===== config.mk =====
export PLATFORM = sky130hd
export DESIGN_NAME = usb_tx_top
export DESIGN_NICKNAME = d
export VERILOG_FILES = /design/src/hw/usb_tx_pkg.sv /design/src/hw/usb_tx_if.sv /design/src/hw/usb_tx_top.sv /design/src/hw/usb_pkt_tx.sv /design/src/hw/usb_tx_cmd.sv
export VERILOG_INCLUDE_DIRS = /design/src /design/src/hw
export SDC_FILE = /design/constraint.sdc
export NUM_CORES = 1
export LEC_CHECK = 0
export BUFFER_PORTS_ARGS = -buffer_cell sky130_fd_sc_hd__buf_4
export CAP_MARGIN = 20
export CORE_MARGIN = 2
export CORE_UTILIZATION = 40
export CTS_CLUSTER_SIZE = 14
export DETAILED_ROUTE_END_ITERATION = 6
export PLACE_DENSITY_LB_ADDON = 0.1
export SLEW_MARGIN = 20
export SYNTH_ARGS = -nofsm -noshare
export SYNTH_HDL_FRONTEND = slang
export SYNTH_SLANG_ARGS = --single-unit

===== constraint.sdc =====
create_clock -name i_clk_12MHz -period 2.8 [get_ports i_clk_12MHz]
set_input_delay 0.14 -clock i_clk_12MHz [delete_from_list [all_inputs] [get_ports i_clk_12MHz]]
set_output_delay 0.14 -clock i_clk_12MHz [all_outputs]
set_load 0.01 [all_outputs]

===== src/hw/usb_tx_settings.svh =====
`ifndef USB_TX_SETTINGS_SVH
`define USB_TX_SETTINGS_SVH

// Largest payload in bytes (wMaxPacketSize).
// Full speed allows 8, 16, 32 or 64.
`define USB_MAX_PKT 8

// Payload buffer index width.
`define USB_IDX_W $clog2(`USB_MAX_PKT)

// Byte count width, must hold USB_MAX_PKT itself.
`define USB_NBYTES_W $clog2(`USB_MAX_PKT + 1)

// Run of ones after which a zero is stuffed.
// Fixed at 6 by the USB 2.0 line coding.
`define USB_STUFF_RUN 6

`endif

===== src/hw/usb_tx_pkg.sv =====
`default_nettype none

`include "usb_tx_settings.svh"

package usb_tx_pkg;

  // Plain vectors with a meaning.
  typedef logic [7:0]                byte_t;
  typedef logic [3:0]                pid_t;
  typedef logic [`USB_NBYTES_W-1:0]  nbytes_t;
  typedef logic [`USB_IDX_W-1:0]     idx_t;
  typedef logic [15:0]               crc16_t;

  // PIDs that a device may send (USB 2.0 table 8-1).
  localparam pid_t PID_DATA0 = 4'b0011;
  localparam pid_t PID_DATA1 = 4'b1011;
  localparam pid_t PID_ACK   = 4'b0010;
  localparam pid_t PID_NAK   = 4'b1010;
  localparam pid_t PID_STALL = 4'b1110;

  // Coding group, taken from the two low PID bits.
  typedef enum logic [1:0] {GRP_HANDSHAKE = 2'b10, GRP_DATA = 2'b11} pid_grp_e;

  // Line state as {d+, d-}.
  typedef enum logic [1:0] {LINE_SE0 = 2'b00, LINE_K = 2'b01, LINE_J = 2'b10} line_e;

  // Command block FSM.
  typedef enum logic [1:0] {CMD_IDLE, CMD_SEND, CMD_ACK} cmd_state_e;

  // SYNC is seven zeros then a one, LSB first.
  localparam byte_t SYNC_BYTE = 8'h80;

endpackage

`default_nettype wire


===== src/hw/usb_tx_if.sv =====
`timescale 1ns/1ps
`default_nettype none

// Packet command from the command block to the serializer.
// Valid/ready, the accept is the cycle with both high.
interface usb_tx_if;

  // Command side.
  logic                   valid;
  usb_tx_pkg::pid_t       pid;
  usb_tx_pkg::nbytes_t    nbytes;

  // Serializer side.
  logic                   ready;
  // One-cycle pulse in the J cycle after SE0.
  logic                   eop_done;

  modport cmd (
    output valid, pid, nbytes,
    input  ready, eop_done
  );

  modport ser (
    input  valid, pid, nbytes,
    output ready, eop_done
  );

endinterface

`default_nettype wire


===== src/hw/usb_tx_top.sv =====
`timescale 1ns/1ps
`default_nettype none

module usb_tx_top (
  input  logic                 i_clk_12MHz,
  input  logic                 i_rst,

  // Four-phase request from the host side.
  input  logic                 i_req,
  output logic                 o_ack,
  output logic                 o_err,
  input  usb_tx_pkg::pid_t     i_pid,
  input  usb_tx_pkg::nbytes_t  i_nbytes,

  // Payload buffer writes, only while not in flight.
  input  logic                 i_wr_en,
  input  usb_tx_pkg::idx_t     i_wr_idx,
  input  usb_tx_pkg::byte_t    i_wr_byte,

  // USB {d+, d-} and output enable.
  output logic                 o_dp,
  output logic                 o_dn,
  output logic                 o_inflight
);

  usb_tx_if u_tx_if ();

  usb_tx_cmd u_cmd (
    .i_clk_12MHz (i_clk_12MHz),
    .i_rst       (i_rst),
    .i_req       (i_req),
    .i_pid       (i_pid),
    .i_nbytes    (i_nbytes),
    .o_ack       (o_ack),
    .o_err       (o_err),
    .tx          (u_tx_if.cmd)
  );

  usb_pkt_tx u_pkt_tx (
    .i_clk_12MHz (i_clk_12MHz),
    .i_rst       (i_rst),
    .rx          (u_tx_if.ser),
    .i_wr_en     (i_wr_en),
    .i_wr_idx    (i_wr_idx),
    .i_wr_byte   (i_wr_byte),
    .o_dp        (o_dp),
    .o_dn        (o_dn),
    .o_inflight  (o_inflight)
  );

endmodule

`default_nettype wire


===== src/hw/usb_pkt_tx.sv =====
`timescale 1ns/1ps
`default_nettype none

`include "usb_tx_settings.svh"

module usb_pkt_tx (
  input  logic                 i_clk_12MHz,
  input  logic                 i_rst,
  usb_tx_if.ser                rx,
  input  logic                 i_wr_en,
  input  usb_tx_pkg::idx_t     i_wr_idx,
  input  usb_tx_pkg::byte_t    i_wr_byte,
  output logic                 o_dp,
  output logic                 o_dn,
  output logic                 o_inflight
);

  usb_tx_pkg::byte_t        pkt_mem [`USB_MAX_PKT];
  usb_tx_pkg::pid_t         pid_q;
  usb_tx_pkg::nbytes_t      nbytes_q;
  usb_tx_pkg::nbytes_t      byte_cnt_q;
  usb_tx_pkg::idx_t         rd_idx;
  usb_tx_pkg::byte_t        shift_q;
  usb_tx_pkg::byte_t        next_byte;
  usb_tx_pkg::crc16_t       crc_q;
  usb_tx_pkg::crc16_t       crc_d;
  usb_tx_pkg::line_e        line_q;
  logic [2:0]               bit_cnt_q;
  logic [2:0]               tail_q;
  logic [`USB_STUFF_RUN-1:0] hist_q;
  logic is_data;
  logic is_hs;
  logic accept;
  logic inflight_q;
  logic stuff;
  logic send_bit;
  logic bit_step;
  logic stuff_step;
  logic byte_done;
  logic last_payload;
  logic final_byte;
  logic crc_en;
  logic crc_loop;
  logic bytes_done_q;
  logic eop_q;
  logic eop_start;
  logic eop_done;

  // Host fills the buffer before the request.
  always_ff @(posedge i_clk_12MHz) begin
    if (i_wr_en) begin
      pkt_mem[i_wr_idx] <= i_wr_byte;
    end
  end

  assign accept      = rx.valid && rx.ready;
  assign rx.ready    = !inflight_q;
  assign rx.eop_done = eop_done;
  assign o_inflight  = inflight_q;

  // Command latched on the accept.
  always_ff @(posedge i_clk_12MHz) begin
    if (accept) begin
      pid_q    <= rx.pid;
      nbytes_q <= rx.nbytes;
    end
  end

  assign is_data = (usb_tx_pkg::pid_grp_e'(pid_q[1:0]) == usb_tx_pkg::GRP_DATA);
  assign is_hs   = (usb_tx_pkg::pid_grp_e'(pid_q[1:0]) == usb_tx_pkg::GRP_HANDSHAKE);

  // Stuff after a full run of ones.
  assign stuff    = &hist_q;
  assign send_bit = shift_q[0] && !stuff;

  // Real bit goes out. The accept cycle already sends SYNC bit 0.
  assign bit_step   = (accept || (inflight_q && !bytes_done_q)) && !stuff;
  // Stuffed zero, also possible after the final byte.
  assign stuff_step = inflight_q && !eop_q && stuff;
  assign byte_done  = bit_step && (bit_cnt_q == 3'd7);

  // The byte now finishing is PID or the last payload byte.
  assign last_payload = is_data && (byte_cnt_q == nbytes_q + usb_tx_pkg::nbytes_t'(1));
  assign final_byte   = byte_done && (is_hs ? (byte_cnt_q == usb_tx_pkg::nbytes_t'(1)) :
                                              tail_q[1]);

  assign eop_start = inflight_q && bytes_done_q && !eop_q && !stuff;
  assign eop_done  = eop_q && (bit_cnt_q == 3'd2);

  // Bit counter also times SE0, SE0, J.
  always_ff @(posedge i_clk_12MHz) begin
    if (i_rst || eop_done) begin
      bit_cnt_q <= '0;
    end else if (bit_step || eop_q) begin
      bit_cnt_q <= bit_cnt_q + 3'd1;
    end
  end

  // Bytes on the line, SYNC included.
  always_ff @(posedge i_clk_12MHz) begin
    if (i_rst || accept) begin
      byte_cnt_q <= '0;
    end else if (byte_done) begin
      byte_cnt_q <= byte_cnt_q + usb_tx_pkg::nbytes_t'(1);
    end
  end

  // Tail sequencer: CRC low, CRC high, then EOP.
  always_ff @(posedge i_clk_12MHz) begin
    if (i_rst || accept) begin
      tail_q <= '0;
    end else if (byte_done) begin
      tail_q <= {tail_q[1:0], last_payload};
    end
  end

  // CRC16 over payload bits only.
  // Reflected form of x^16+x^15+x^2+1.
  assign crc_en   = bit_step && is_data && (byte_cnt_q >= usb_tx_pkg::nbytes_t'(2)) &&
                    (tail_q == '0);
  assign crc_loop = shift_q[0] ^ crc_q[0];

  always_comb begin
    crc_d = crc_q;
    if (crc_en) begin
      crc_d = {1'b0, crc_q[15:1]} ^ (crc_loop ? 16'hA001 : 16'h0000);
    end
  end

  // Seed of all ones.
  always_ff @(posedge i_clk_12MHz) begin
    if (accept) begin
      crc_q <= '1;
    end else begin
      crc_q <= crc_d;
    end
  end

  // Byte that follows the one finishing.
  always_comb begin
    rd_idx = usb_tx_pkg::idx_t'(byte_cnt_q - usb_tx_pkg::nbytes_t'(1));
    if (byte_cnt_q == '0) begin
      next_byte = {~pid_q, pid_q};
    end else if (last_payload) begin
      // Includes the last payload bit of this cycle.
      next_byte = ~crc_d[7:0];
    end else if (tail_q[0]) begin
      next_byte = ~crc_q[15:8];
    end else begin
      next_byte = pkt_mem[rd_idx];
    end
  end

  // LSB is the bit on the wire, SYNC waits here while idle.
  always_ff @(posedge i_clk_12MHz) begin
    if (i_rst || eop_done) begin
      shift_q <= usb_tx_pkg::SYNC_BYTE;
    end else if (byte_done) begin
      shift_q <= next_byte;
    end else if (bit_step) begin
      shift_q <= shift_q >> 1;
    end
  end

  // Sent-bit history, stuffed zeros count.
  always_ff @(posedge i_clk_12MHz) begin
    if (i_rst || eop_done) begin
      hist_q <= '0;
    end else if (bit_step || stuff_step) begin
      hist_q <= {hist_q[`USB_STUFF_RUN-2:0], send_bit};
    end
  end

  always_ff @(posedge i_clk_12MHz) begin
    if (i_rst) begin
      inflight_q   <= 1'b0;
      bytes_done_q <= 1'b0;
      eop_q        <= 1'b0;
    end else begin
      if (accept) begin
        inflight_q <= 1'b1;
      end else if (eop_done) begin
        inflight_q <= 1'b0;
      end
      if (final_byte) begin
        bytes_done_q <= 1'b1;
      end else if (eop_done) begin
        bytes_done_q <= 1'b0;
      end
      if (eop_start) begin
        eop_q <= 1'b1;
      end else if (eop_done) begin
        eop_q <= 1'b0;
      end
    end
  end

  // NRZI, a zero flips the line.
  // EOP is two SE0 cycles and one J.
  always_ff @(posedge i_clk_12MHz) begin
    if (i_rst) begin
      line_q <= usb_tx_pkg::LINE_J;
    end else if (eop_q && (bit_cnt_q == 3'd1)) begin
      line_q <= usb_tx_pkg::LINE_J;
    end else if (eop_start) begin
      line_q <= usb_tx_pkg::LINE_SE0;
    end else if ((bit_step || stuff_step) && !send_bit) begin
      line_q <= (line_q == usb_tx_pkg::LINE_J) ? usb_tx_pkg::LINE_K : usb_tx_pkg::LINE_J;
    end
  end

  assign {o_dp, o_dn} = line_q;

  // SYNC and PID for a handshake.
  a_len_hs: assert property (@(posedge i_clk_12MHz) disable iff (i_rst)
    (eop_done && is_hs) |-> (byte_cnt_q == usb_tx_pkg::nbytes_t'(2)));

  // SYNC, PID, payload and two CRC bytes.
  a_len_data: assert property (@(posedge i_clk_12MHz) disable iff (i_rst)
    (eop_done && is_data) |-> (byte_cnt_q == nbytes_q + usb_tx_pkg::nbytes_t'(4)));

  // Host keeps off the buffer while a packet is out.
  a_no_wr_inflight: assert property (@(posedge i_clk_12MHz) disable iff (i_rst)
    i_wr_en |-> !inflight_q);

endmodule

`default_nettype wire


===== src/hw/usb_tx_cmd.sv =====
`timescale 1ns/1ps
`default_nettype none

`include "usb_tx_settings.svh"

module usb_tx_cmd (
  input  logic                 i_clk_12MHz,
  input  logic                 i_rst,
  input  logic                 i_req,
  input  usb_tx_pkg::pid_t     i_pid,
  input  usb_tx_pkg::nbytes_t  i_nbytes,
  output logic                 o_ack,
  output logic                 o_err,
  usb_tx_if.cmd                tx
);

  usb_tx_pkg::cmd_state_e state_q;
  logic req_is_data;
  logic pid_ok;
  logic size_ok;
  logic req_legal;

  // Only the five device-to-host PIDs are sent.
  assign pid_ok = (i_pid == usb_tx_pkg::PID_DATA0) || (i_pid == usb_tx_pkg::PID_DATA1) ||
                  (i_pid == usb_tx_pkg::PID_ACK)   || (i_pid == usb_tx_pkg::PID_NAK)   ||
                  (i_pid == usb_tx_pkg::PID_STALL);

  assign req_is_data = (usb_tx_pkg::pid_grp_e'(i_pid[1:0]) == usb_tx_pkg::GRP_DATA);

  // Count matters for data only.
  assign size_ok   = !req_is_data || (i_nbytes <= usb_tx_pkg::nbytes_t'(`USB_MAX_PKT));
  assign req_legal = pid_ok && size_ok;

  // Four-phase exchange with the host.
  always_ff @(posedge i_clk_12MHz) begin
    if (i_rst) begin
      state_q  <= usb_tx_pkg::CMD_IDLE;
      tx.valid <= 1'b0;
      o_ack    <= 1'b0;
      o_err    <= 1'b0;
    end else begin
      case (state_q)
        usb_tx_pkg::CMD_IDLE: begin
          if (i_req && req_legal) begin
            tx.valid <= 1'b1;
            state_q  <= usb_tx_pkg::CMD_SEND;
          end else if (i_req) begin
            // Refused, nothing goes on the line.
            o_ack   <= 1'b1;
            o_err   <= 1'b1;
            state_q <= usb_tx_pkg::CMD_ACK;
          end
        end
        usb_tx_pkg::CMD_SEND: begin
          // Drop valid on the accept.
          if (tx.ready) begin
            tx.valid <= 1'b0;
          end
          if (tx.eop_done) begin
            o_ack   <= 1'b1;
            o_err   <= 1'b0;
            state_q <= usb_tx_pkg::CMD_ACK;
          end
        end
        usb_tx_pkg::CMD_ACK: begin
          // Held here while the host keeps i_req high.
          if (!i_req) begin
            o_ack   <= 1'b0;
            state_q <= usb_tx_pkg::CMD_IDLE;
          end
        end
        default: state_q <= usb_tx_pkg::CMD_IDLE;
      endcase
    end
  end

  // Command fields, captured on the request.
  // Handshakes carry no payload.
  always_ff @(posedge i_clk_12MHz) begin
    if ((state_q == usb_tx_pkg::CMD_IDLE) && i_req) begin
      tx.pid    <= i_pid;
      tx.nbytes <= req_is_data ? i_nbytes : '0;
    end
  end

  // Done is only reported once the command has left the interface.
  a_ack_after_accept: assert property (@(posedge i_clk_12MHz) disable iff (i_rst)
    $rose(o_ack) |-> !tx.valid);

  // Command stays put until the serializer takes it.
  a_valid_held: assert property (@(posedge i_clk_12MHz) disable iff (i_rst)
    (tx.valid && !tx.ready) |=> (tx.valid && $stable(tx.pid) && $stable(tx.nbytes)));

endmodule

`default_nettype wire


==> results of run 1 <==
[worst min-delay path by stage]
stage,from,to,slack (ps),cells after the start
2_1_floorplan,i_pid[0],u_cmd.tx.pid[0],240,0
3_3_place_gp,i_pid[3],u_cmd.tx.pid[3],340,1
3_5_place_dp,i_pid[3],u_cmd.tx.pid[3],330,1
4_1_cts,i_nbytes[0],u_cmd.tx.nbytes[0],40,2
5_1_grt,i_nbytes[0],u_cmd.tx.nbytes[0],40,2
6_report,i_nbytes[0],u_cmd.tx.nbytes[0],50,2
[cells in the mapped netlist, types with 4 or more instances]
cell type | count | area [µm²]
edfxtp_1 | 80 | 2400
dfxtp_1 | 50 | 1000
nand2_1 | 43 | 161
nor2_1 | 36 | 135
a21oi_1 | 23 | 115
mux2i_1 | 17 | 170
nand3_1 | 16 | 80.1
ha_1 | 12 | 150
o21ai_0 | 12 | 60.1
nor2b_1 | 11 | 68.8
nor3_1 | 11 | 55.1
inv_1 | 10 | 37.5
mux4_2 | 9 | 203
nand2b_1 | 9 | 56.3
clkbuf_1 | 8 | 30.0
xnor2_1 | 8 | 70.1
mux4_1 | 7 | 184
a211oi_1 | 6 | 45.0
xor2_1 | 6 | 52.6
a32oi_1 | 5 | 43.8
and3_1 | 5 | 31.3
mux2_2 | 5 | 56.3
or3_1 | 5 | 31.3
a211o_1 | 4 | 35.0
a21o_1 | 4 | 30.0
o21ai_1 | 4 | 20.0
[final cells by class]
type / count / area share
Clock buffer: 17 / 0.0627
Timing Repair Buffer: 50 / 0.0601
Multi-Input combinational cell: 289 / 0.315
Sequential cell: 130 / 0.502
Tap cell: 180 / 0.0332
Clock inverter: 15 / 0.0210
Inverter: 11 / 0.00609
[cell usage in the layout, fill, tap and decap left out, types with 3 or more instances in the layout]
cell type	count
nand2_1	43
nor3_1	11
a21o_1	4
o21ai_0	12
clkinvlp_4	4
xor2_1	6
inv_1	10
a211o_1	4
nor2b_1	11
clkinv_2	3
o21ai_1	4
mux2i_1	17
a211oi_1	6
xnor2_1	8
nand3b_1	3
mux4_2	9
nand2b_1	9
a32oi_1	5
ha_1	12
nand3_1	16
clkinv_1	3
mux4_1	7
dlygate4sd3_1	13
or3_1	5
dfxtp_1	50
edfxtp_1	80
mux2_2	5
buf_4	37
o211ai_1	3
nor2_1	36
a21oi_1	23
and2_1	3
clkbuf_16	17
and3_1	5
[worst reg2reg max path: cells and delay by family, from the launching register on]
| kind | cells | cell delay (ps) |
|---|---|---|
| muxes | 2 | 440 |
| buffers and inverters | 2 | 380 |
| AOI/OAI and AO/OA | 3 | 480 |
| DFF | 1 | 450 |
| and+or+nand+nor | 1 | 140 |
| adders and majority gates | 1 | 480 |
[flip-flops by register name, indices dropped and copies added, names as in the netlist]
register	cells
u_pkt_tx.byte_cnt_q	4
u_pkt_tx.hist_q	6
u_pkt_tx.crc_q	16
u_cmd.tx.valid	1
u_pkt_tx.line_q	2
u_cmd.tx.pid	4
u_pkt_tx.pkt_mem	64
u_cmd.tx.nbytes	4
u_pkt_tx.nbytes_q	4
u_cmd.state_q	2
u_pkt_tx.bit_cnt_q	3
u_pkt_tx.bytes_done_q	1
u_pkt_tx.eop_q	1
u_pkt_tx.shift_q	8
u_cmd.o_err	1
u_pkt_tx.tail_q	3
u_pkt_tx.o_inflight	1
u_cmd.o_ack	1
u_pkt_tx.pid_q	4
[stage by stage]
step / cells / setup WS, ps / cell area (µm²) / hold slack [ps] / util
finish: 692 / 289 / 6780 / 50.0 / 0.487
floorplan: 450 / 352 / 5730 / 239 / -
global placement: 647 / 315 / 6090 / 337 / 0.437
CTS: 692 / 251 / 6780 / 37.3 / 0.487
global route: 692 / 87.9 / 6780 / 40.0 / 0.487
detailed placement: 647 / 250 / 6090 / 332 / 0.437
[metal layers]
layer | GRT usage | vias to the layer above | part of all wire
li1 | - | 1774 | -
met1 | 0.229 | 1809 | 0.49
met2 | 0.249 | 53 | 0.46
met3 | 0.0426 | 17 | 0.036
met4 | 0.0703 | 0 | 0.017
met5 | 0 | - | 0
[power by group]
part           internal (mW)  total (mW)  switching, mW
Combinational          0.204       0.476          0.272
Clock                   1.30        2.10          0.808
Sequential              2.15        2.20         0.0566
Total                   3.65        4.79           1.14
[cell families after synthesis]
group / after synthesis / share of synthesized area
xor+xnor: 15 / 0.0262
flops: 130 / 0.594
mux: 38 / 0.107
simple gates: 149 / 0.127
compound gates: 75 / 0.0862
buf+inv: 31 / 0.0332
fa+ha+maj: 12 / 0.0262
==> flow_metrics.py, run 1 <==
metrics = {
    "placed_design": {
        "portBuffers": 27,
        "hpwl_um": 7880,
        "globalplace.congestion": 0.808,
    },
    "sta": {
        "fin_crit_sh": 0.897,
        "skew_ps": 5.67,
        "drv_slew": 0,
        "rsz0062_at_grt": "false",
        "tightestPinTransition_ps": 955,
        "max_freq_mhz": 398,
        "setup_viol": 0,
        "finalCriticalPeriod_ps": 2510,
        "fin_tns_setup_ps": 0,
        "maxSlewHeadroom": 0.361,
        "hold_viol": 0,
    },
    "synth": {
        "synth.net_count": 485,
        "synth_edf_count": 80,
        "synth_cells": 450,
        "syn_area_um2": 5730,
        "ys.flop_type": "edfxtp_1",
        "synth_warnings": 0,
        "ys_async_sr_fraction": 0,
        "yosysSeqAreaShare": 0.594,
        "ys_seq_elements": 130,
        "synth.avg_cell_area_um2": 12.7,
        "ys_types": 56,
    },
    "critical_path": {
        "r2r-end": "u_pkt_tx.shift_q[0]",
        "crit_family": "compound AO/OA/AOI/OAI gates",
        "crit_cells": 9,
        "path_buf_inv": 2,
        "crit_path_start": "u_pkt_tx.byte_cnt_q[1]",
        "rr_worst_depth": 9,
        "max_stage_delay_ps": 480,
        "critPathCapture": "u_pkt_tx.shift_q[0]",
        "worstPathRequired_ps": 3070,
        "timing.critical_path.cells": "inv_1 > ha_1 > buf_4 > mux4_2 > nor2b_1 > a211oi_1 > a21oi_1 > mux2i_1 > o22ai_1",
        "worstPathArrival_ps": 2780,
        "cp-start-kind": "register",
        "crit_slowest_cell": "ha_1",
        "regToRegSetupSlack_ps": 290,
        "worstPathMaxFanout": 11,
        "cp-end-kind": "register",
        "critPathKind": "register to register",
        "r2r-start": "u_pkt_tx.byte_cnt_q[1]",
    },
    "clock_tree": {
        "clock_latency_ps": 410,
        "path_clk_slew_ps": 60,
        "cts.sinks": 130,
        "numCtsBuffers": 17,
        "cts_tree": "yes",
        "cts_resized": 0,
        "cts-hold-fix-buffers": 13,
        "cts-root-buf": "clkbuf_16",
        "clockBufferDepth": 2,
        "postCtsSetupBuffers": 0,
        "cts_htree_levels": 4,
    },
    "status": {
        "outcome": "complete, no violations",
    },
    "hold_path": {
        "min_path_type": "primary input to register",
    },
    "grt": {
        "grt.total_usage": 0.166,
        "first_global_vias": 3470,
        "overflow": 0,
        "grt_max_degree": 21,
        "grt_antenna_before_repair": 0,
        "grt_pass1_wl_um": 18600,
    },
    "route": {
        "first_pass_iters": 4,
        "drc": 0,
        "ant_nets": 0,
        "vias": 3653,
        "routedWlPerCell_um": 16.7,
        "drtIter0Drc": 225,
        "wirelength_um": 11500,
        "via_per_inst": 5.28,
    },
    "floorplanning": {
        "die_area_um2": 15300,
        "initial_core_util": 0.411,
        "rows": 43,
        "die_y_um": 124,
        "die_w_um": 124,
        "design.core.area_um2": 13900,
        "io_pins": 28,
    },
    "run": {
        "drv_cap": 0,
    },
    "layout": {
        "areaGrowthSynthToFinish_pct": 18.4,
        "drive_gt1_frac": 0.174,
        "multi_input_area_um2": 2140,
        "num-nets-final": 534,
        "diodes": 0,
        "fill_cells": 1256,
        "seqCellArea_um2": 3400,
    },
    "power_and_ir_drop": {
        "p_per_area_nw_per_um2": 705,
        "finalPower_mw": 4.79,
        "power.leakage_nw": 2.50,
        "ir_drop_mv": 0.386,
    },
}
Note: power is estimated with default switching activity, not from simulation.
==> run 2: changes to the inputs <==
--- a/config.mk
+++ b/config.mk
@@ -6,8 +6,10 @@
 export SDC_FILE = /design/constraint.sdc
 export NUM_CORES = 1
 export LEC_CHECK = 0
+export ABC_AREA = 1
 export BUFFER_PORTS_ARGS = -buffer_cell sky130_fd_sc_hd__buf_4
 export CAP_MARGIN = 20
+export CORE_ASPECT_RATIO = 1.1
 export CORE_MARGIN = 2
 export CORE_UTILIZATION = 40
 export CTS_CLUSTER_SIZE = 14
@@ -16,4 +18,5 @@
 export SLEW_MARGIN = 20
 export SYNTH_ARGS = -nofsm -noshare
 export SYNTH_HDL_FRONTEND = slang
+export SYNTH_HIERARCHICAL = 1
 export SYNTH_SLANG_ARGS = --single-unit
==> run 2 against run 1 <==
- via count rose by 17%
- critical path depth up 2
- critical endpoint is now u_pkt_tx/shift_q[4]
- largest power group unchanged
- die area down 0.31%
- clock power is 3% higher
- sequential power about the same
==> flow_metrics.py, run 2 <==
metrics = {
    "layout": {
        "layout_common_cells": "nand2_1, nand3_1, edfxtp_1",
        "regMostFlops": "u_pkt_tx/pkt_mem",
        "stdcell_area_um2": 6800,
        "largest_reg_flops": 64,
        "drive_gt1_frac": 0.131,
        "areaGrowthSynthToFinish_pct": 19.1,
        "top_regs": "u_pkt_tx/pkt_mem x64, u_pkt_tx/crc_q x16, u_pkt_tx/shift_q x8",
        "diodes": 0,
        "num-nets-final": 693,
        "layout_commonest_cell": "nand2_1",
    },
    "sta": {
        "tightestPinTransition_ps": 955,
        "hold_viol": 0,
        "skew_ps": 8.66,
        "max_freq_mhz": 439,
        "rsz0062_at_grt": "false",
        "maxSlewHeadroom": 0.361,
        "setup_viol": 0,
        "setup_slack_ps": 521,
        "fin_tns_setup_ps": 0,
        "drv_slew": 0,
        "finalCriticalPeriod_ps": 2280,
        "fin_crit_sh": 0.814,
    },
    "critical_path": {
        "cp-end-kind": "register",
        "rr_worst_depth": 11,
        "worstPathRequired_ps": 3090,
        "critPathKind": "register to register",
        "regToRegSetupSlack_ps": 520,
        "r2r-end": "u_pkt_tx/shift_q[4]",
        "cp-start-kind": "register",
        "worstPathArrival_ps": 2570,
        "worstPathMaxFanout": 25,
        "r2r-start": "u_pkt_tx/hist_q[4]",
    },
    "clock_tree": {
        "cts-root-buf": "clkbuf_16",
        "path_clk_slew_ps": 60,
        "cts_htree_levels": 4,
        "postCtsSetupBuffers": 0,
        "cts-hold-fix-buffers": 13,
        "cts.sinks": 130,
        "clock_latency_ps": 410,
        "numCtsBuffers": 17,
        "clockBufferDepth": 2,
        "cts_resized": 0,
        "cts_tree": "yes",
    },
    "placed_design": {
        "placed_cell_area_um2": 6080,
        "hpwl_um": 8660,
        "pre_cts_slack_ps": 526,
        "portBuffers": 27,
        "globalplace.congestion": 0.793,
    },
    "power_and_ir_drop": {
        "p_sw_frac": 0.213,
        "combPwrFrac": 0.060,
        "internal-power_mw": 3.64,
        "p_switching_uw": 982,
        "p_clk_frac": 0.470,
        "ir_drop_mv": 0.425,
        "p_per_area_nw_per_um2": 679,
        "power.leakage_nw": 2.84,
        "finalPower_mw": 4.62,
        "pwr-share-seq": 0.470,
    },
    "synth": {
        "synth.most_common_cell": "nand2_1",
        "synth_edf_count": 80,
        "synth_top_area_cell": "edfxtp_1",
        "synth_commonest_cells": "nand2_1, nand3_1, edfxtp_1",
        "ys_seq_elements": 130,
        "yosysSeqAreaShare": 0.596,
        "ys.flop_type": "edfxtp_1",
        "ys_types": 35,
        "synth_warnings": 6,
        "synth.avg_cell_area_um2": 9.27,
        "synth.net_count": 648,
        "synthTopCellsByArea": "edfxtp_1, dfxtp_1, nand2_1, nand3_1, inv_1",
        "synth_cells": 616,
        "synth_top_area_share": 0.420,
        "ys_async_sr_fraction": 0,
        "syn_area_um2": 5710,
    },
    "grt": {
        "overflow": 0,
        "grt_max_degree": 38,
        "first_global_vias": 4160,
        "grt_antenna_before_repair": 0,
        "grt.total_usage": 0.173,
        "grt_pass1_wl_um": 20500,
    },
    "route": {
        "drc": 0,
        "via_per_inst": 4.97,
        "wirelength_um": 12500,
        "ant_nets": 0,
        "routedWlPerCell_um": 14.5,
        "drtIter0Drc": 261,
        "first_pass_iters": 5,
        "vias": 4282,
    },
    "hold_path": {
        "hp-start": "i_req",
        "hold_path_end": "u_cmd/state_q[1]",
        "min_path_type": "primary input to register",
        "hold_depth": 3,
    },
    "floorplanning": {
        "initial_core_util": 0.411,
        "die_area_um2": 15300,
        "die_y_um": 129,
        "die_w_um": 118,
        "design.core.area_um2": 13900,
        "io_pins": 28,
        "rows": 45,
    },
    "status": {
        "outcome": "complete, no violations",
    },
    "run": {
        "drv_cap": 0,
    },
}
## run 2: cell families after synthesis
kind of cell,after synthesis,share of synthesized area
compound gates,77,0.0780
xor+xnor,3,0.00591
fa+ha+maj,9,0.0197
buf+inv,81,0.0607
flops,130,0.596
simple gates,316,0.240
## run 2: power groups by stage
stage / Clock, mW / Combinational [mW] / Sequential [mW]
2_1_floorplan: 0 / 0.164 / 2.20
3_3_place_gp: 0 / 0.257 / 2.21
3_5_place_dp: 0 / 0.265 / 2.21
4_1_cts: 2.21 / 0.280 / 2.17
5_1_grt: 2.30 / 0.316 / 2.18
6_report: 2.17 / 0.278 / 2.17
## run 2: routing by layer
layer	vias to the layer above	track usage	share of wire
li1	2160	-	-
met1	2030	0.204	0.44
met2	77	0.306	0.51
met3	15	0.0370	0.030
met4	0	0.0773	0.017
met5	-	0	0
## run 2: worst max-delay path by stage
stage                                       from             endpoint  slack, ps  cells after the start
after global placement        u_pkt_tx/hist_q[4]  u_pkt_tx/shift_q[5]        540                     11
after global routing         u_pkt_tx/o_inflight  u_pkt_tx/shift_q[2]        270                     12
after floorplan           u_pkt_tx/byte_cnt_q[0]  u_pkt_tx/shift_q[2]        730                     15
final                         u_pkt_tx/hist_q[4]  u_pkt_tx/shift_q[4]        520                     11
after CTS                     u_pkt_tx/hist_q[4]  u_pkt_tx/shift_q[5]        510                     11
after detailed placement      u_pkt_tx/hist_q[4]  u_pkt_tx/shift_q[5]        530                     11
## run 2: final cells by class
| cell class | instances | area, µm² |
|---|---|---|
| multi-input cells | 405 | 1960 |
| repair buffers | 46 | 378 |
| flip-flops and latches | 130 | 3400 |
| clock buffers | 23 | 488 |
| clock inverters | 9 | 105 |
| well taps | 188 | 235 |
| inverters | 61 | 229 |
| fillers | 1322 | 7110 |
## run 2: through the flow
stage	util	hold WS (ps)	instances
3_5_place_dp	0.437	331	817
3_3_place_gp	0.437	330	817
2_1_floorplan	-	202	616
6_report	0.489	22.2	862
5_1_grt	0.489	22.8	862
4_1_cts	0.489	4.86	862
## run 2: worst max-delay path, cell delays in order (launching register included)
cell and delay, ps:
dfxtp_1 340, nand2_1 50, nor2_1 100, nand2_1 100, nand2_1 330, inv_1 340, nand2_4 330, nand2_1 140
o211ai_1 160, nand3_1 110, nand2_1 80, a21oi_1 60
==> run 3: changes to the inputs <==
==> constraint.sdc (replaced) <==
create_clock -name i_clk_12MHz -period 1.9 [get_ports i_clk_12MHz]
set_input_delay 0.095 -clock i_clk_12MHz [delete_from_list [all_inputs] [get_ports i_clk_12MHz]]
set_output_delay 0.095 -clock i_clk_12MHz [all_outputs]
set_load 0.01 [all_outputs]
==> run 3 against run 2 <==
- sequential share of layout area shrank 2.4 points
- clock skew shrank 3.0 ps
- power grew 55%
- via count grew 3.3%
- worst setup slack lost 450 ps
- sequential power grew 47%
- cell count grew 3.1%
- clock power grew 61%
- register-to-register slack lost 450 ps
- worst hold slack lost 5.4 ps
- critical path type unchanged
==> flow_metrics.py, run 3 (synthesis gave the netlist of run 2 again) <==
metrics = {
    "status": {
        "outcome": "complete, no violations",
    },
    "hold_path": {
        "min_path_type": "primary input to register",
    },
    "layout": {
        "regMostFlops": "u_pkt_tx/pkt_mem",
        "multi_input_area_um2": 2020,
        "fin_util": 0.514,
        "top_regs": "u_pkt_tx/pkt_mem x64, u_pkt_tx/crc_q x16, u_pkt_tx/shift_q x8",
        "layout_common_cells": "nand2_1, nand3_1, edfxtp_1",
        "fill_cells": 1315,
        "num-nets-final": 720,
        "diodes": 0,
        "areaGrowthSynthToFinish_pct": 25.2,
        "finalNonFillerCells": 889,
        "largest_reg_flops": 64,
        "seqCellArea_um2": 3410,
        "drive_gt1_frac": 0.177,
        "layout_commonest_cell": "nand2_1",
    },
    "route": {
        "wirelength_um": 12700,
        "drtIter0Drc": 201,
        "via_per_inst": 4.97,
        "routedWlPerCell_um": 14.3,
        "ant_nets": 0,
        "vias": 4422,
        "first_pass_iters": 5,
        "drc": 0,
    },
    "sta": {
        "setup_slack_ps": 75.0,
        "rsz0062_at_grt": "true",
        "drv_slew": 0,
        "hold_viol": 0,
        "maxSlewHeadroom": 0.729,
        "tightestPinTransition_ps": 404,
        "finalCriticalPeriod_ps": 1820,
        "max_freq_mhz": 548,
        "skew_ps": 5.62,
        "setup_viol": 0,
        "fin_tns_setup_ps": 0,
        "fin_crit_sh": 0.961,
    },
    "clock_tree": {
        "cts-root-buf": "clkbuf_16",
        "path_clk_slew_ps": 60,
        "cts_tree": "yes",
        "clockBufferDepth": 2,
        "cts.sinks": 130,
        "clock_latency_ps": 420,
        "cts_htree_levels": 4,
        "numCtsBuffers": 17,
    },
    "critical_path": {
        "worstPathRequired_ps": 2200,
        "worstPathMaxFanout": 6,
        "worstPathArrival_ps": 2130,
        "crit_slowest_cell": "dfxtp_2",
        "timing.critical_path.cells": "inv_2 > buf_6 > ha_4 > or2_1 > nor2_2 > nor2_4 > nand2_4 > buf_12 > nand2_4 > o211ai_2 > nand3_1 > nand2_2 > a21oi_2",
        "cp-start-kind": "register",
        "path_buf_inv": 3,
        "max_stage_delay_ps": 330,
        "crit_path_frequent_cell": "nand2_4",
        "cp-end-kind": "register",
        "regToRegSetupSlack_ps": 80,
        "critPathKind": "register to register",
        "crit_family": "simple AND/OR/NAND/NOR gates",
    },
    "run": {
        "drv_cap": 0,
    },
    "grt": {
        "grt.total_usage": 0.176,
        "overflow": 0,
        "grt_pass1_wl_um": 20800,
        "grt_antenna_before_repair": 0,
        "first_global_vias": 4244,
        "grt_max_degree": 38,
    },
    "floorplanning": {
        "design.core.area_um2": 13900,
        "die_area_um2": 15300,
        "initial_core_util": 0.411,
        "io_pins": 28,
        "rows": 45,
        "die_w_um": 118,
        "die_y_um": 129,
    },
    "placed_design": {
        "place_inst": 838,
        "hpwl_um": 9030,
        "pre_cts_slack_ps": -8.15,
        "globalplace.congestion": 0.828,
        "portBuffers": 27,
    },
    "power_and_ir_drop": {
        "power.leakage_nw": 3.01,
        "finalPower_mw": 7.15,
        "ir_drop_mv": 0.522,
        "p_per_area_nw_per_um2": 999,
    },
}
run 3: cell types whose count changed in the layout (fill, tap and decap cells not counted), sizes merged:
cell,previous run,this run
buf,33,56
bufinv,2,5
clkbuf,23,17
clkinv,5,6
dlygate4sd3,13,16
inv,61,63
nand2,177,178
run 3: metal layers:
metal | up-vias | part of all wire | global-route usage
li1 | 2218 | - | -
met1 | 2122 | 0.42 | 0.203
met2 | 63 | 0.52 | 0.317
met3 | 19 | 0.033 | 0.0418
met4 | 0 | 0.020 | 0.0723
met5 | - | 0 | 0
run 3: layout make-up:
cell class	instances	area share
clock buffers	17	0.0595
clock inverters	15	0.0297
inverters	61	0.0327
multi-input cells	406	0.283
flip-flops and latches	130	0.476
well taps	188	0.0329
repair buffers	72	0.0863
run 3: through the flow:
step	hold slack [ps]	area [µm²]
6_report	16.8	7150
5_1_grt	27.9	7150
4_1_cts	3.43	7080
3_5_place_dp	285	6250
3_3_place_gp	285	6250
2_1_floorplan	157	5740
run 3: timing repair:
| action | CTS | global route |
|---|---|---|
| setup buffers | 1 | 1 |
| pin swaps | 0 | 13 |
| gates resized for setup | 0 | 17 |
| endpoints found under the hold margin | 76 | 0 |
| hold buffers | 16 | 0 |
| gates cloned | 1 | 0 |
| setup endpoints to repair | 2 | 18 |
run 3: path summary, 6_finish.rpt:
kind,from,cells after the start,endpoint
worst min register to register,u_cmd/tx.nbytes[2],0,u_pkt_tx/nbytes_q[2]
worst min-delay path,i_nbytes[3],3,u_cmd/tx.nbytes[3]
worst max register to register,u_pkt_tx/byte_cnt_q[0],13,u_pkt_tx/shift_q[6]
worst max-delay path,u_pkt_tx/byte_cnt_q[0],13,u_pkt_tx/shift_q[6]
run 3: power breakdown:
| group | switching (mW) | total, mW | internal, mW |
|---|---|---|---|
| registers | 0.0644 | 3.20 | 3.14 |
| clock network | 1.19 | 3.50 | 2.32 |
| logic | 0.257 | 0.442 | 0.184 |
| total | 1.51 | 7.15 | 5.64 |
run 3: tightest hold or removal path: stages:
cell and delay (ps):
buf_4 70, inv_1 40, nor2_2 100
